===== src/hdl/pu_resp_router.sv =====
// Routes RAM read data to the granted PU; PU id pipe is two deep to match the RAM latency
`timescale 1ns/1ps

module pu_resp_router #(
	parameter int NUM_PU     = 4,
	parameter int DATA_NBITS = 32,
	localparam int PU_ID_NBITS = $clog2(NUM_PU)
) (
	input  logic                   clk,
	input  logic                   rst,
	input  logic                   gnt,
	input  logic [PU_ID_NBITS-1:0] gnt_sel,
	input  logic                   rd_valid,
	input  logic [DATA_NBITS-1:0]  rd_data,
	output logic [NUM_PU-1:0]      io_ack,
	output logic [DATA_NBITS-1:0]  io_ack_data [NUM_PU]
);

	logic [PU_ID_NBITS-1:0] sel_d1; // With the RAM address stage
	logic [PU_ID_NBITS-1:0] sel_d2; // With the RAM data stage

	////////////////////
	// PU id pipe
	////////////////////
	always_ff @(posedge clk) begin
		if (gnt)
			sel_d1 <= gnt_sel;
		sel_d2 <= sel_d1;
	end

	////////////////////
	// Ack demux
	////////////////////
	always_ff @(posedge clk) begin
		if (rst) begin
			io_ack <= '0;
			for (int i = 0; i < NUM_PU; i++)
				io_ack_data[i] <= '0;
		end else begin
			for (int i = 0; i < NUM_PU; i++) begin
				if (rd_valid && (sel_d2 == PU_ID_NBITS'(i))) begin
					io_ack[i]      <= 1'b1;
					io_ack_data[i] <= rd_data;
				end else begin
					io_ack[i]      <= 1'b0;
					io_ack_data[i] <= '0; // Zero while not acked
				end
			end
		end
	end

endmodule


===== config.mk =====
export PLATFORM = sky130hd
export DESIGN_NAME = pu_resp_router
export DESIGN_NICKNAME = d
export VERILOG_FILES = /design/src/hdl/pu_resp_router.sv
export SDC_FILE = /design/constraint.sdc
export NUM_CORES = 1
export LEC_CHECK = 0
export BUFFER_PORTS_ARGS = -buffer_cell sky130_fd_sc_hd__buf_4
export CAP_MARGIN = 30
export CORE_UTILIZATION = 48
export CTS_CLUSTER_SIZE = 20
export DETAILED_ROUTE_END_ITERATION = 16
export GPL_TIMING_DRIVEN = 0
export PLACE_DENSITY_LB_ADDON = 0.08
export SETUP_SLACK_MARGIN = 0.1
export SLEW_MARGIN = 5
export SYNTH_ARGS = -nofsm -noshare
export SYNTH_HDL_FRONTEND = slang
export SYNTH_SLANG_ARGS = --single-unit

===== constraint.sdc =====
create_clock -name clk -period 2.4 [get_ports clk]
set_input_delay 0.48 -clock clk [delete_from_list [all_inputs] [get_ports clk]]
set_output_delay 0.48 -clock clk [all_outputs]
set_load 0.05 [all_outputs]

==> reports/qor.csv <==
metric,value,unit
status,"finished, final reports clean",
slowest_delay,330,ps
hold_end,sel_d1[1],
path_buf_inv,1,
multi_input_area,764,um^2
holdWs,155,ps
setup_slack,882,ps
totalWireLength,8.84,mm
r2r_slack,1190,ps
min_path_type,input port to flop,
dp_hpwl,5.87,mm
maxCapViolCount,0,
drtAntennaViolNets,0,
startpoint_type,flop,
peakVddDrop,0.000749,V
syn_area,3630,um^2
drc,0,
crit_required,1920,ps
clock_sinks,136,
setup_tns,0,ps
clk_pin_slew,60,ps
finalCoreUtilization,77.6,%
min_period,1520,ps
crit_chain,buf_4,
slowest_stage,dfxtp_1,
fin_worst_skew,6.84,ps
maxSlewHeadroom,61.8,%
routabilityCongestion,0.744,
min_from,gnt_sel[1],
ys_ff_latch,136,
clkLatencyLatePin,500,ps
yosys_warnings,0,
power_leakage,2.61,nW
portBuffers,168,
cts_hold_buf,0,
slew_viol_final,0,
cp_max_fo,1,
grt_max_degree,17,
p_sw_share,22.1,%
tightest_slew,573,ps
dieArea,7910,um^2
cp-end-kind,output port,
wl_per_cell,14.2,um
grt_pass1_wl,12.7,mm
dieHeight,88.9,um
synthCells,327,
mappedNetlistNets,365,
grt_pass1_vias,2552,
cts_max_level,4,
path_class,flop to output port,
drtIter0Drc,64,
syn_avg_cell_area,11.1,um^2
hold_path_depth,1,
pin_count,170,
r2r_cells,3,
postCtsSetupBuffers,0,
hold_viol,0,
core,7290,um^2
layout.nets,552,
place_ws,1010,ps
finalPower,5.56,mW
comb_power_share,7.9,%
fillerInstances,517,
power.sequential.fraction,41.9,%
die_x,88.9,um
antenna_cells,0,
initial_utilization,49.8,%
final.period_utilization,63.2,%
ys_seq_area_share,75.6,%
cts.repair.resized,0,
clockBufferDepth,2,
rsz0062_at_grt,no,
grtUsageTotal,22.7,%
rows,31,
r2r_end,io_ack_data[25],
cts-root-buf,clkbuf_8,
yosys.cell_types.count,11,
p_switching,1.23,mW
finalSetupViolations,0,
antenna_found_initial,0,
p_per_area,982,nW/um^2
crit_arrival,1040,ps
rr_startpoint,sel_d2[0],
intPower,4.33,mW
cts_made_buffers,17,
drive_gt1_share,40.8,%
seqCellArea,2740,um^2
p_clk_share,50.1,%
route.vias.total,2775,
fmax,0.659,GHz
firstDrtPassIters,4,
gr-total-overflow,0,
synthToLayoutAreaGrowth,56.0,%
cp_top_family,flip-flops,
via_per_inst,4.45,
cts_tree,built,
[through the flow]
| step | instances | area (um^2) |
|---|---|---|
| 2_1_floorplan | 327 | 3630 |
| 3_3_place_gp | 594 | 5010 |
| 3_5_place_dp | 594 | 5010 |
| 4_1_cts | 624 | 5660 |
| 5_1_grt | 624 | 5660 |
| 6_report | 624 | 5660 |
[logic make-up after synthesis]
group / Yosys count / share of synthesized area, %
and+or+nand+nor: 169 / 21.1
DFF: 136 / 75.6
buffers and inverters: 22 / 3.34
[cells in the final DEF, fill, tap and decap left out]
cell type	Yosys	layout
clkbuf_16	0	17
clkinv_2	0	2
clkbuf_2	1	1
clkinv_4	0	2
buf_4	0	168
nand3b_1	32	32
edfxtp_1	2	2
dfxtp_1	134	134
inv_6	0	1
bufinv_16	0	5
inv_4	0	1
clkbuf_8	0	2
nor2_1	132	132
or2_1	1	1
buf_2	12	12
nand2_1	1	1
buf_6	3	3
nand2b_1	3	3
clkbuf_1	6	6
[worst max-delay path by stage]
stage | startpoint | to | slack, ps | cells after the start
6_report | io_ack_data[1] | io_ack_data[1] | 880 | 1
5_1_grt | io_ack_data[50] | io_ack_data[50] | 840 | 1
4_1_cts | io_ack_data[63] | io_ack_data[63] | 870 | 1
3_5_place_dp | rst | io_ack_data[29] | 1010 | 4
3_3_place_gp | rst | io_ack_data[21] | 1040 | 4
2_1_floorplan | rd_valid | io_ack_data[10] | 1320 | 4
[power by group through the flow]
stage               sequential [mW]  combinational, mW  clock (mW)
finish                         2.33              0.442        2.79
global route                   2.33              0.467        2.92
CTS                            2.33              0.444        2.81
detailed placement             2.38              0.442           0
global placement               2.38              0.439           0
floorplan                      2.54              0.116           0
[synthesized netlist by cell type, drive strengths merged]
| master | instances | area, um^2 |
|---|---|---|
| nor2 | 132 | 495 |
| nand2 | 1 | 3.75 |
| dfxtp | 134 | 2680 |
| buf | 15 | 93.8 |
| clkbuf | 7 | 27.5 |
| or2 | 1 | 6.26 |
| edfxtp | 2 | 60.1 |
| nand2b | 3 | 18.8 |
| nand3b | 32 | 240 |
[state kept, by name (all words and copies together) (netlist names)]
| name | flops |
|---|---|
| sel_d1 | 2 |
| sel_d2 | 2 |
| io_ack_data | 128 |
| io_ack | 4 |
[area by class of cell]
cell class	instances	area share, %
Timing Repair Buffer	168	22.3
Tap cell	99	2.19
Clock inverter	11	3.40
Clock buffer	19	8.00
Sequential cell	136	48.5
Buffer	22	2.14
Multi-Input combinational cell	169	13.5
[routing by layer]
metal	track usage, %	vias to the layer above	part of all wire [%]
met3	9.33	17	8.7
met2	36.9	123	49
met5	0	-	0
met1	25.6	1246	40
met4	12.6	0	2.3
li1	-	1389	-
No activity file was read; power rests on OpenSTA's default activity.
