[src/hdl/switch_info_pkg.sv]
// Shared widths and types for the switch-info memory; user DATA_NBITS must not exceed PIO_NBITS
package switch_info_pkg;

	////////////////////
	// Widths
	////////////////////
	localparam int FID_NBITS      = 2;  // Flow id
	localparam int IDX_NBITS      = 6;  // Entry index within a flow
	localparam int CMD_ADDR_NBITS = 12; // PU command address
	localparam int PIO_NBITS      = 32; // Host address and data

	// Region code expected in addr[11:8] of a PU command
	localparam logic [3:0] REGION_SWITCH_INFO = 4'h2;

	////////////////////
	// PU command
	////////////////////
	// Memory address is fid followed by addr[5:0]; addr[7:6] unused
	typedef struct packed {
		logic [FID_NBITS-1:0]      fid;
		logic [CMD_ADDR_NBITS-1:0] addr;
	} io_cmd_t;

	////////////////////
	// Host PIO port
	////////////////////
	typedef enum logic [1:0] {
		PIO_IDLE  = 2'd0,
		PIO_READ  = 2'd1,
		PIO_WRITE = 2'd2
	} pio_op_e;

	typedef struct packed {
		pio_op_e              op;
		logic                 sel;  // Memory select
		logic [PIO_NBITS-1:0] addr;
		logic [PIO_NBITS-1:0] din;
	} pio_req_t;

	typedef struct packed {
		logic                 ack;
		logic [PIO_NBITS-1:0] rdata;
	} pio_rsp_t;

endpackage

[src/hdl/pu_req_latch.sv]
// One pending read per PU; a PU must not strobe again before its acknowledge arrives
`timescale 1ns/1ps

module pu_req_latch #(
	parameter int NUM_PU = 4,
	localparam int PU_ID_NBITS = $clog2(NUM_PU)
) (
	input  logic                     clk,
	input  logic                     rst,
	input  logic [NUM_PU-1:0]        io_req,
	input  switch_info_pkg::io_cmd_t io_cmd [NUM_PU],
	input  logic                     gnt,
	input  logic [PU_ID_NBITS-1:0]   gnt_sel,
	output logic [NUM_PU-1:0]        pend,
	output switch_info_pkg::io_cmd_t cmd_q [NUM_PU]
);

	logic [NUM_PU-1:0] set_pend; // Strobed and inside the region
	logic [NUM_PU-1:0] clr_pend; // Granted this cycle

	////////////////////
	// Region decode
	////////////////////
	always_comb begin
		for (int i = 0; i < NUM_PU; i++) begin
			set_pend[i] = io_req[i] &&
				(io_cmd[i].addr[11:8] == switch_info_pkg::REGION_SWITCH_INFO);
			clr_pend[i] = gnt && (gnt_sel == PU_ID_NBITS'(i));
		end
	end

	// Pending flags, grant clears on the same edge
	always_ff @(posedge clk) begin
		if (rst) begin
			pend <= '0;
		end else begin
			for (int i = 0; i < NUM_PU; i++) begin
				if (clr_pend[i])
					pend[i] <= 1'b0;
				else if (set_pend[i])
					pend[i] <= 1'b1;
			end
		end
	end

	// Command capture
	always_ff @(posedge clk) begin
		for (int i = 0; i < NUM_PU; i++)
			if (set_pend[i])
				cmd_q[i] <= io_cmd[i];
	end

endmodule

[config.mk]
export PLATFORM = sky130hd
export DESIGN_NAME = pu_req_latch
export DESIGN_NICKNAME = d
export VERILOG_FILES = /design/src/hdl/switch_info_pkg.sv /design/src/hdl/pu_req_latch.sv
export SDC_FILE = /design/constraint.sdc
export NUM_CORES = 1
export LEC_CHECK = 0
export BUFFER_PORTS_ARGS = -buffer_cell sky130_fd_sc_hd__buf_2
export CELL_PAD_IN_SITES_DETAIL_PLACEMENT = 0
export CELL_PAD_IN_SITES_GLOBAL_PLACEMENT = 1
export CORE_UTILIZATION = 32
export DETAILED_ROUTE_END_ITERATION = 16
export GPL_TIMING_DRIVEN = 0
export HOLD_SLACK_MARGIN = 0.03
export PLACE_DENSITY_LB_ADDON = 0.1
export SLEW_MARGIN = 20
export SYNTH_ARGS = -nofsm -noshare
export SYNTH_HDL_FRONTEND = slang
export SYNTH_SLANG_ARGS = --single-unit
[constraint.sdc]
create_clock -name clk -period 1.7 [get_ports clk]
set_input_delay 0.085 -clock clk [delete_from_list [all_inputs] [get_ports clk]]
set_output_delay 0.085 -clock clk [all_outputs]
set_load 0.02 [all_outputs]
==> results of run 1 <==
## final cells by class
class	instances	area share
flip-flops and latches	60	0.5232
multi-input cells	16	0.03567
inverters	2	0.002230
clock buffers	11	0.03902
clock inverters	4	0.02230
repair buffers	180	0.3508
well taps	72	0.02676
## worst max-delay path, delay by kind of cell
kind / cells / cell delay, ns
simple gates: 2 / 0.71
buf+inv: 2 / 0.67
## metrics by stage
step / hold WS (ns) / total power [mW] / cells
floorplan: 0.1839 / 1.734 / 78
global placement: 0.2613 / 1.832 / 274
detailed placement: 0.2631 / 1.841 / 274
CTS: 0.03832 / 3.264 / 345
global route: 0.06459 / 3.344 / 345
finish: 0.05964 / 3.221 / 345
## layer usage
metal  vias up  share of wire  global-route usage
met3         7          0.082             0.04138
li1        694              -                   -
met5         -              0                   0
met4         0          0.016             0.08889
met1       670           0.36              0.1332
met2        80           0.55              0.2626
## cells by family (layout without fill, tap and decap cells)
kind of cell / after synthesis / count (layout)
compound gates: 8 / 8
buf+inv: 2 / 197
flops: 60 / 60
simple gates: 8 / 8
## worst paths after layout
path	start	to	slack, ns	depth (start not counted)
worst min-delay path	rst	pend[1]	0.06	3
worst max-delay path	io_cmd[39]	cmd_q[32]	0.17	4
worst max register to register	pend[3]	pend[3]	1.10	1
worst min register to register	pend[1]	pend[1]	0.47	1
## power breakdown
group / internal, mW / total (mW) / switching (mW)
registers: 1.64 / 1.65 / 0.00658
logic: 0.159 / 0.259 / 0.101
clock network: 0.818 / 1.31 / 0.493
total: 2.62 / 3.22 / 0.601
## state kept, by name, summed over array words and instances, names as in the netlist
name   flops
cmd_q     56
pend       4
## layout by cell type, fill, tap and decap left out, drive strengths merged
master / synthesis / layout
a31oi: 4 / 4
and4b: 3 / 3
buf: 0 / 124
bufinv: 0 / 2
clkbuf: 0 / 11
clkinvlp: 0 / 2
dfxtp: 4 / 4
dlygate4sd3: 0 / 56
edfxtp: 56 / 56
inv: 2 / 2
nand3b: 1 / 1
nor2: 3 / 3
nor3: 1 / 1
o21a: 4 / 4
==> results by group, run 1 <==
Floorplanning
  – I/O pins: 125
  – Core footprint: roughly 0.0056 mm^2
  – Row Count: 27
  – Full die area: 0.006195 mm^2
  – Die width: 78.71 um
  – Die Ht: ~80 um
  – Initial Util: 0.3378

Global route
  – Total GRT Usage: 0.1408
  – Initial antenna violation count: 0
  – First-pass GRT wire length: 6389 um
  – Maximum number of pins on one net before global-route repair: 16
  – Vias in the first global route: 1497
  – GR Overflow Total: 0

Clock network
  – Clock slew at reported path FFs: roughly 0.060 ns
  – Post-cts sizing count: 0
  – Clock Path Buffers: 2
  – CTS H-tree lvls: 3
  – Worst skew pair latency: 0.31 ns
  – Total CTS buffers: 9
  – CTS tree: done
  – Number of clock sinks: 60
  – Root Buffer: clkbuf_8
  – # hold bufs at CTS: between 50 and 60
  – Post-CTS Setup Inserts: 0

Drt
  – WL per Instance: 12.23 um
  – Total number of vias: 1451
  – Via/cell ratio: 4.206
  – Detailed-route DRC error count: 0
  – Antenna Violating Nets Remaining: 0
  – DR pass1 iterations: 4
  – Final wirelength: approximately 4200 um
  – Initial DRC Count: 42

Synthesis
  – Synth cell count leaders: edfxtp_1 (56), a31oi_1 (4), dfxtp_1 (4), o21a_1 (4)
  – Syn Nets: 143
  – Most frequent cell after synthesis: edfxtp_1
  – Post-synthesis cell type count: 9
  – Avg Cell Area, Syn: 24.14 um^2
  – Synth Area in Simple Gates: 0.03123
  – Seq/Total Area, Yosys: 0.9355
  – Largest family of logic cells by synthesized area: simple AND/OR/NAND/NOR gates
  – Yosys top cell by area: edfxtp_1
  – Seq cells post-synth: 60
  – Top FF cell, synth: edfxtp_1
  – Yosys warning count: 0
  – Mux contribution to synthesized area: 0
  – Post-Syn Area: 0.001883 mm^2
  – Adder-Cell Fraction of Synth Area: 0
  – Async S/R FF share, synth: 0
  – Post-synth top area share: 0.8930
  – Synth Instances: between 70 and 80
  – Compound-Gate Fraction of Synth Area: 0.02924
  – Synth top area cells: edfxtp_1 (89%), dfxtp_1 (4.3%), and4b_1 (1.6%)
  – Number of synthesized flops with an enable pin: 56
  – XOR/XNOR share of the synthesized area: 0

Setup path
  – Crit-path cells: dlygate4sd3_1 -> buf_2 -> nor2_1 -> and4b_1
  – Req. time, crit path: ~1.6 ns
  – CP Launch Type: input port
  – CP endpoint kind: flop
  – Kind of critical path: in2reg
  – CP max-delay cell: and4b_1
  – Largest stage delay, worst path: 0.62 ns
  – Worst EP arrival: 1.48 ns
  – Critical path fanouts, max: 15

Layout
  – Fin nets: 334
  – Area of the multi-input gates: about 120 um^2
  – Area Overhead vs Synth: 78.80%
  – Register area: 0.001762 mm^2
  – Post-route cell area: 0.003367 mm^2
  – Fillers: 450
  – Core Util, Final: 0.6040
  – Diodes inserted: 0
  – Layout cells sized above 1: 0.5055

Place
  – Post-DP HPWL: 2812 um
  – Routability congestion estimate: 0.6784
  – Pre-CTS setup slack: 0.06961 ns
  – Area after DPL: 0.002594 mm^2
  – Port Buffer Count: ~120

STA
  – Min Tclk post-route: 1.532 ns
  – Final WS setup: 0.1678 ns
  – Final TNS setup: 0 ns
  – Fmax: 652.7 MHz
  – Rel. slew slack: 0.5557
  – Final Hold Viols: 0
  – Setup violators final: 0
  – Worst-Margin Slew: 0.6643 ns
  – Period utilization: 0.9013
  – Unrepaired setup endpoints after global routing: false
  – Slew Limit Fails: 0
  – Worst Clk Skew: 0 ns

Pwr
  – Pwr dens: between 900 and 1000 mW/mm^2
  – Pleak: roughly 1.4 nW
  – Peak supply drop: 712.3 uV

Status
  – Outcome: complete, no violations

Flow run
  – Max Cap Violations: 0

Worst hold path
  – Worst Hold Class: in2reg
(Power assumes the default switching activity.)
==> inputs of run 2 (changes only) <==
--- a/config.mk
+++ b/config.mk
@@ -5,6 +5,7 @@
 export SDC_FILE = /design/constraint.sdc
 export NUM_CORES = 1
 export LEC_CHECK = 0
+export ABC_AREA = 1
 export BUFFER_PORTS_ARGS = -buffer_cell sky130_fd_sc_hd__buf_2
 export CELL_PAD_IN_SITES_DETAIL_PLACEMENT = 0
 export CELL_PAD_IN_SITES_GLOBAL_PLACEMENT = 1
==> results by group, run 2 <==
STA
  – Hold WS: 0.04721 ns
  – Worst Clk Skew: 0 ns
  – Setup violators final: 0
  – Worst-Margin Slew: 0.5282 ns
  – Slew Limit Fails: 0
  – Fmax: roughly 700 MHz
  – Final WS setup: between 0.2 and 0.3 ns
  – Min Tclk post-route: 1.421 ns
  – Period utilization: 0.8357
  – Final TNS setup: 0 ns
  – Final Hold Viols: 0
  – Unrepaired setup endpoints after global routing: false
  – Rel. slew slack: 0.6475

Pwr
  – Pleak: 1.482 nW
  – Pwr dens: 846.8 mW/mm^2
  – Peak supply drop: ~540 uV

Clock network
  – Worst skew pair latency: 0.32 ns
  – Clock Path Buffers: 2
  – Root Buffer: clkbuf_8
  – Total CTS buffers: 9
  – CTS H-tree lvls: 3
  – Number of clock sinks: 60
  – Clock slew at reported path FFs: 0.06 ns
  – CTS tree: done
  – Post-cts sizing count: 0

Drt
  – Met2 wire length: 2305 um
  – Antenna Violating Nets Remaining: 0
  – Via/cell ratio: 4.054
  – Detailed-route DRC error count: 0
  – Total number of vias: 1512
  – Top sig layer: met4
  – Final wirelength: 4546 um
  – DR pass1 iterations: 4
  – Metal3 WL: 390 um
  – Initial DRC Count: 38
  – Wire length on met1: 1734 um
  – WL per Instance: 12.19 um

Place
  – Pre-CTS setup slack: 0.4859 ns
  – Post-DP HPWL: a little under 3000 um
  – Port Buffer Count: 124
  – Routability congestion estimate: 0.6468
  – DP Cell Count: 297

Synthesis
  – Post-synth top area share: 0.8550
  – Seq cells post-synth: 60
  – Syn Nets: roughly 160
  – Synth Instances: 98
  – Post-synthesis cell type count: 10
  – Yosys warning count: 0
  – Largest family of logic cells by synthesized area: simple AND/OR/NAND/NOR gates
  – Synth Area in Simple Gates: 0.05662
  – Adder-Cell Fraction of Synth Area: 0
  – Yosys top cell by area: edfxtp_1
  – Most frequent cell after synthesis: edfxtp_1
  – Async S/R FF share, synth: 0
  – Mux contribution to synthesized area: 0
  – Top FF cell, synth: edfxtp_1
  – XOR/XNOR share of the synthesized area: 0
  – Compound-Gate Fraction of Synth Area: 0.01908
  – Post-Syn Area: 0.001967 mm^2
  – Avg Cell Area, Syn: 20.07 um^2
  – Seq/Total Area, Yosys: 0.8957
  – Synth top area cells: edfxtp_1 (85%), dfxtp_1 (4.1%), inv_1 (2.9%)
  – Synth cell count leaders: edfxtp_1 (56), inv_1 (15), nor2_2 (8)
  – Number of synthesized flops with an enable pin: between 50 and 60

Setup path
  – Req. time, crit path: 1.66 ns
  – Worst EP arrival: between 1 and 1.5 ns
  – Crit path buf inv count: 3
  – Worst reg-to-reg setup slack: 0.60 ns
  – Crit-path cells: dlygate4sd3_1 -> buf_2 -> nor2_2 -> nand3_2 -> inv_1
  – CP Launch Type: input port
  – CP endpoint kind: flop
  – Critical path fanouts, max: 14
  – Total number of cells along the worst setup path: 5
  – Delay-heaviest family, CP: buffers and inverters
  – Largest stage delay, worst path: 0.54 ns
  – CP max-delay cell: dlygate4sd3_1
  – FF-to-FF path depth: 3
  – Kind of critical path: in2reg

Floorplanning
  – Die width: 80.40 um
  – I/O pins: 125
  – Row Count: 28
  – Initial Util: 0.3322
  – Full die area: 0.006464 mm^2
  – Die Ht: a little over 80 um
  – Core footprint: 0.005921 mm^2

Worst hold path
  – Worst Hold Class: in2reg
  – WHS Path Cells: 4

Global route
  – Total GRT Usage: 0.1528
  – GR Overflow Total: 0
  – Vias in the first global route: approximately 1700
  – Initial antenna violation count: 0
  – First-pass GRT wire length: 7038 um
  – Maximum number of pins on one net before global-route repair: 15

Flow run
  – Max Cap Violations: 0

Layout
  – Layout Cells excl Fill: 373
  – Largest Register: cmd_q
  – Most common cell after layout, fill and taps aside: buf_2
  – Fin nets: 359
  – Layout cells sized above 1: 0.4966
  – Most frequent cells in the layout: buf_2 (124), dlygate4sd3_1 (61), edfxtp_1 (56)
  – Diodes inserted: 0
  – Top Registers: cmd_q: 56 flops, pend: 4 flops
  – Area Overhead vs Synth: 74.87%
  – Max FFs per register: between 50 and 60

Status
  – Outcome: complete, no violations
[run 2: worst paths after layout]
path                                 start         to
worst max-delay path            io_cmd[53]  cmd_q[46]
worst min-delay path                   rst    pend[0]
worst max register to register     pend[2]    pend[2]
worst min register to register     pend[3]    pend[3]
[run 2: cell families after synthesis]
| group | Yosys count |
|---|---|
| simple gates | 17 |
| buf+inv | 15 |
| compound gates | 6 |
| flops | 60 |
[run 2: area by class of cell]
class | instances | area, um^2
fill | 520 | 2481
multi-input combinational | 23 | 148.9
clock buffer | 10 | 127.6
tap | 75 | 93.84
sequential | 60 | 1762
timing repair buffer | 185 | 1231
inverter | 15 | 56.30
clock inverter | 5 | 20.02
[run 2: per-layer routing]
metal,vias to the layer above,GRT usage
li1,742,-
met1,678,0.1492
met2,81,0.2644
met3,11,0.06932
met4,0,0.08750
met5,-,0
[run 2: what timing repair did]
item                                   in CTS  in global routing
hold buffers                               61                  0
setup buffers                               0                  0
endpoints found under the hold margin      60                  0
[run 2: through the flow]
| step | utilization | cell area [um^2] | power, mW |
|---|---|---|---|
| floorplan | - | 1967 | 1.744 |
| global placement | 0.4529 | 2681 | 1.848 |
| detailed placement | 0.4529 | 2681 | 1.855 |
| CTS | 0.5809 | 3440 | 2.954 |
| global route | 0.5809 | 3440 | 3.028 |
| finish | 0.5809 | 3440 | 2.912 |
[run 2: worst min-delay path, delay by kind of cell]
family,cells,cell delay (ns)
buf+inv,2,0.13
compound gates,1,0.03
simple gates,1,0.08
[run 2: power breakdown]
group	total, mW	switching [mW]	internal (mW)
registers	1.65	0.00631	1.64
clock network	0.981	0.483	0.497
logic	0.281	0.113	0.168
total	2.91	0.603	2.31
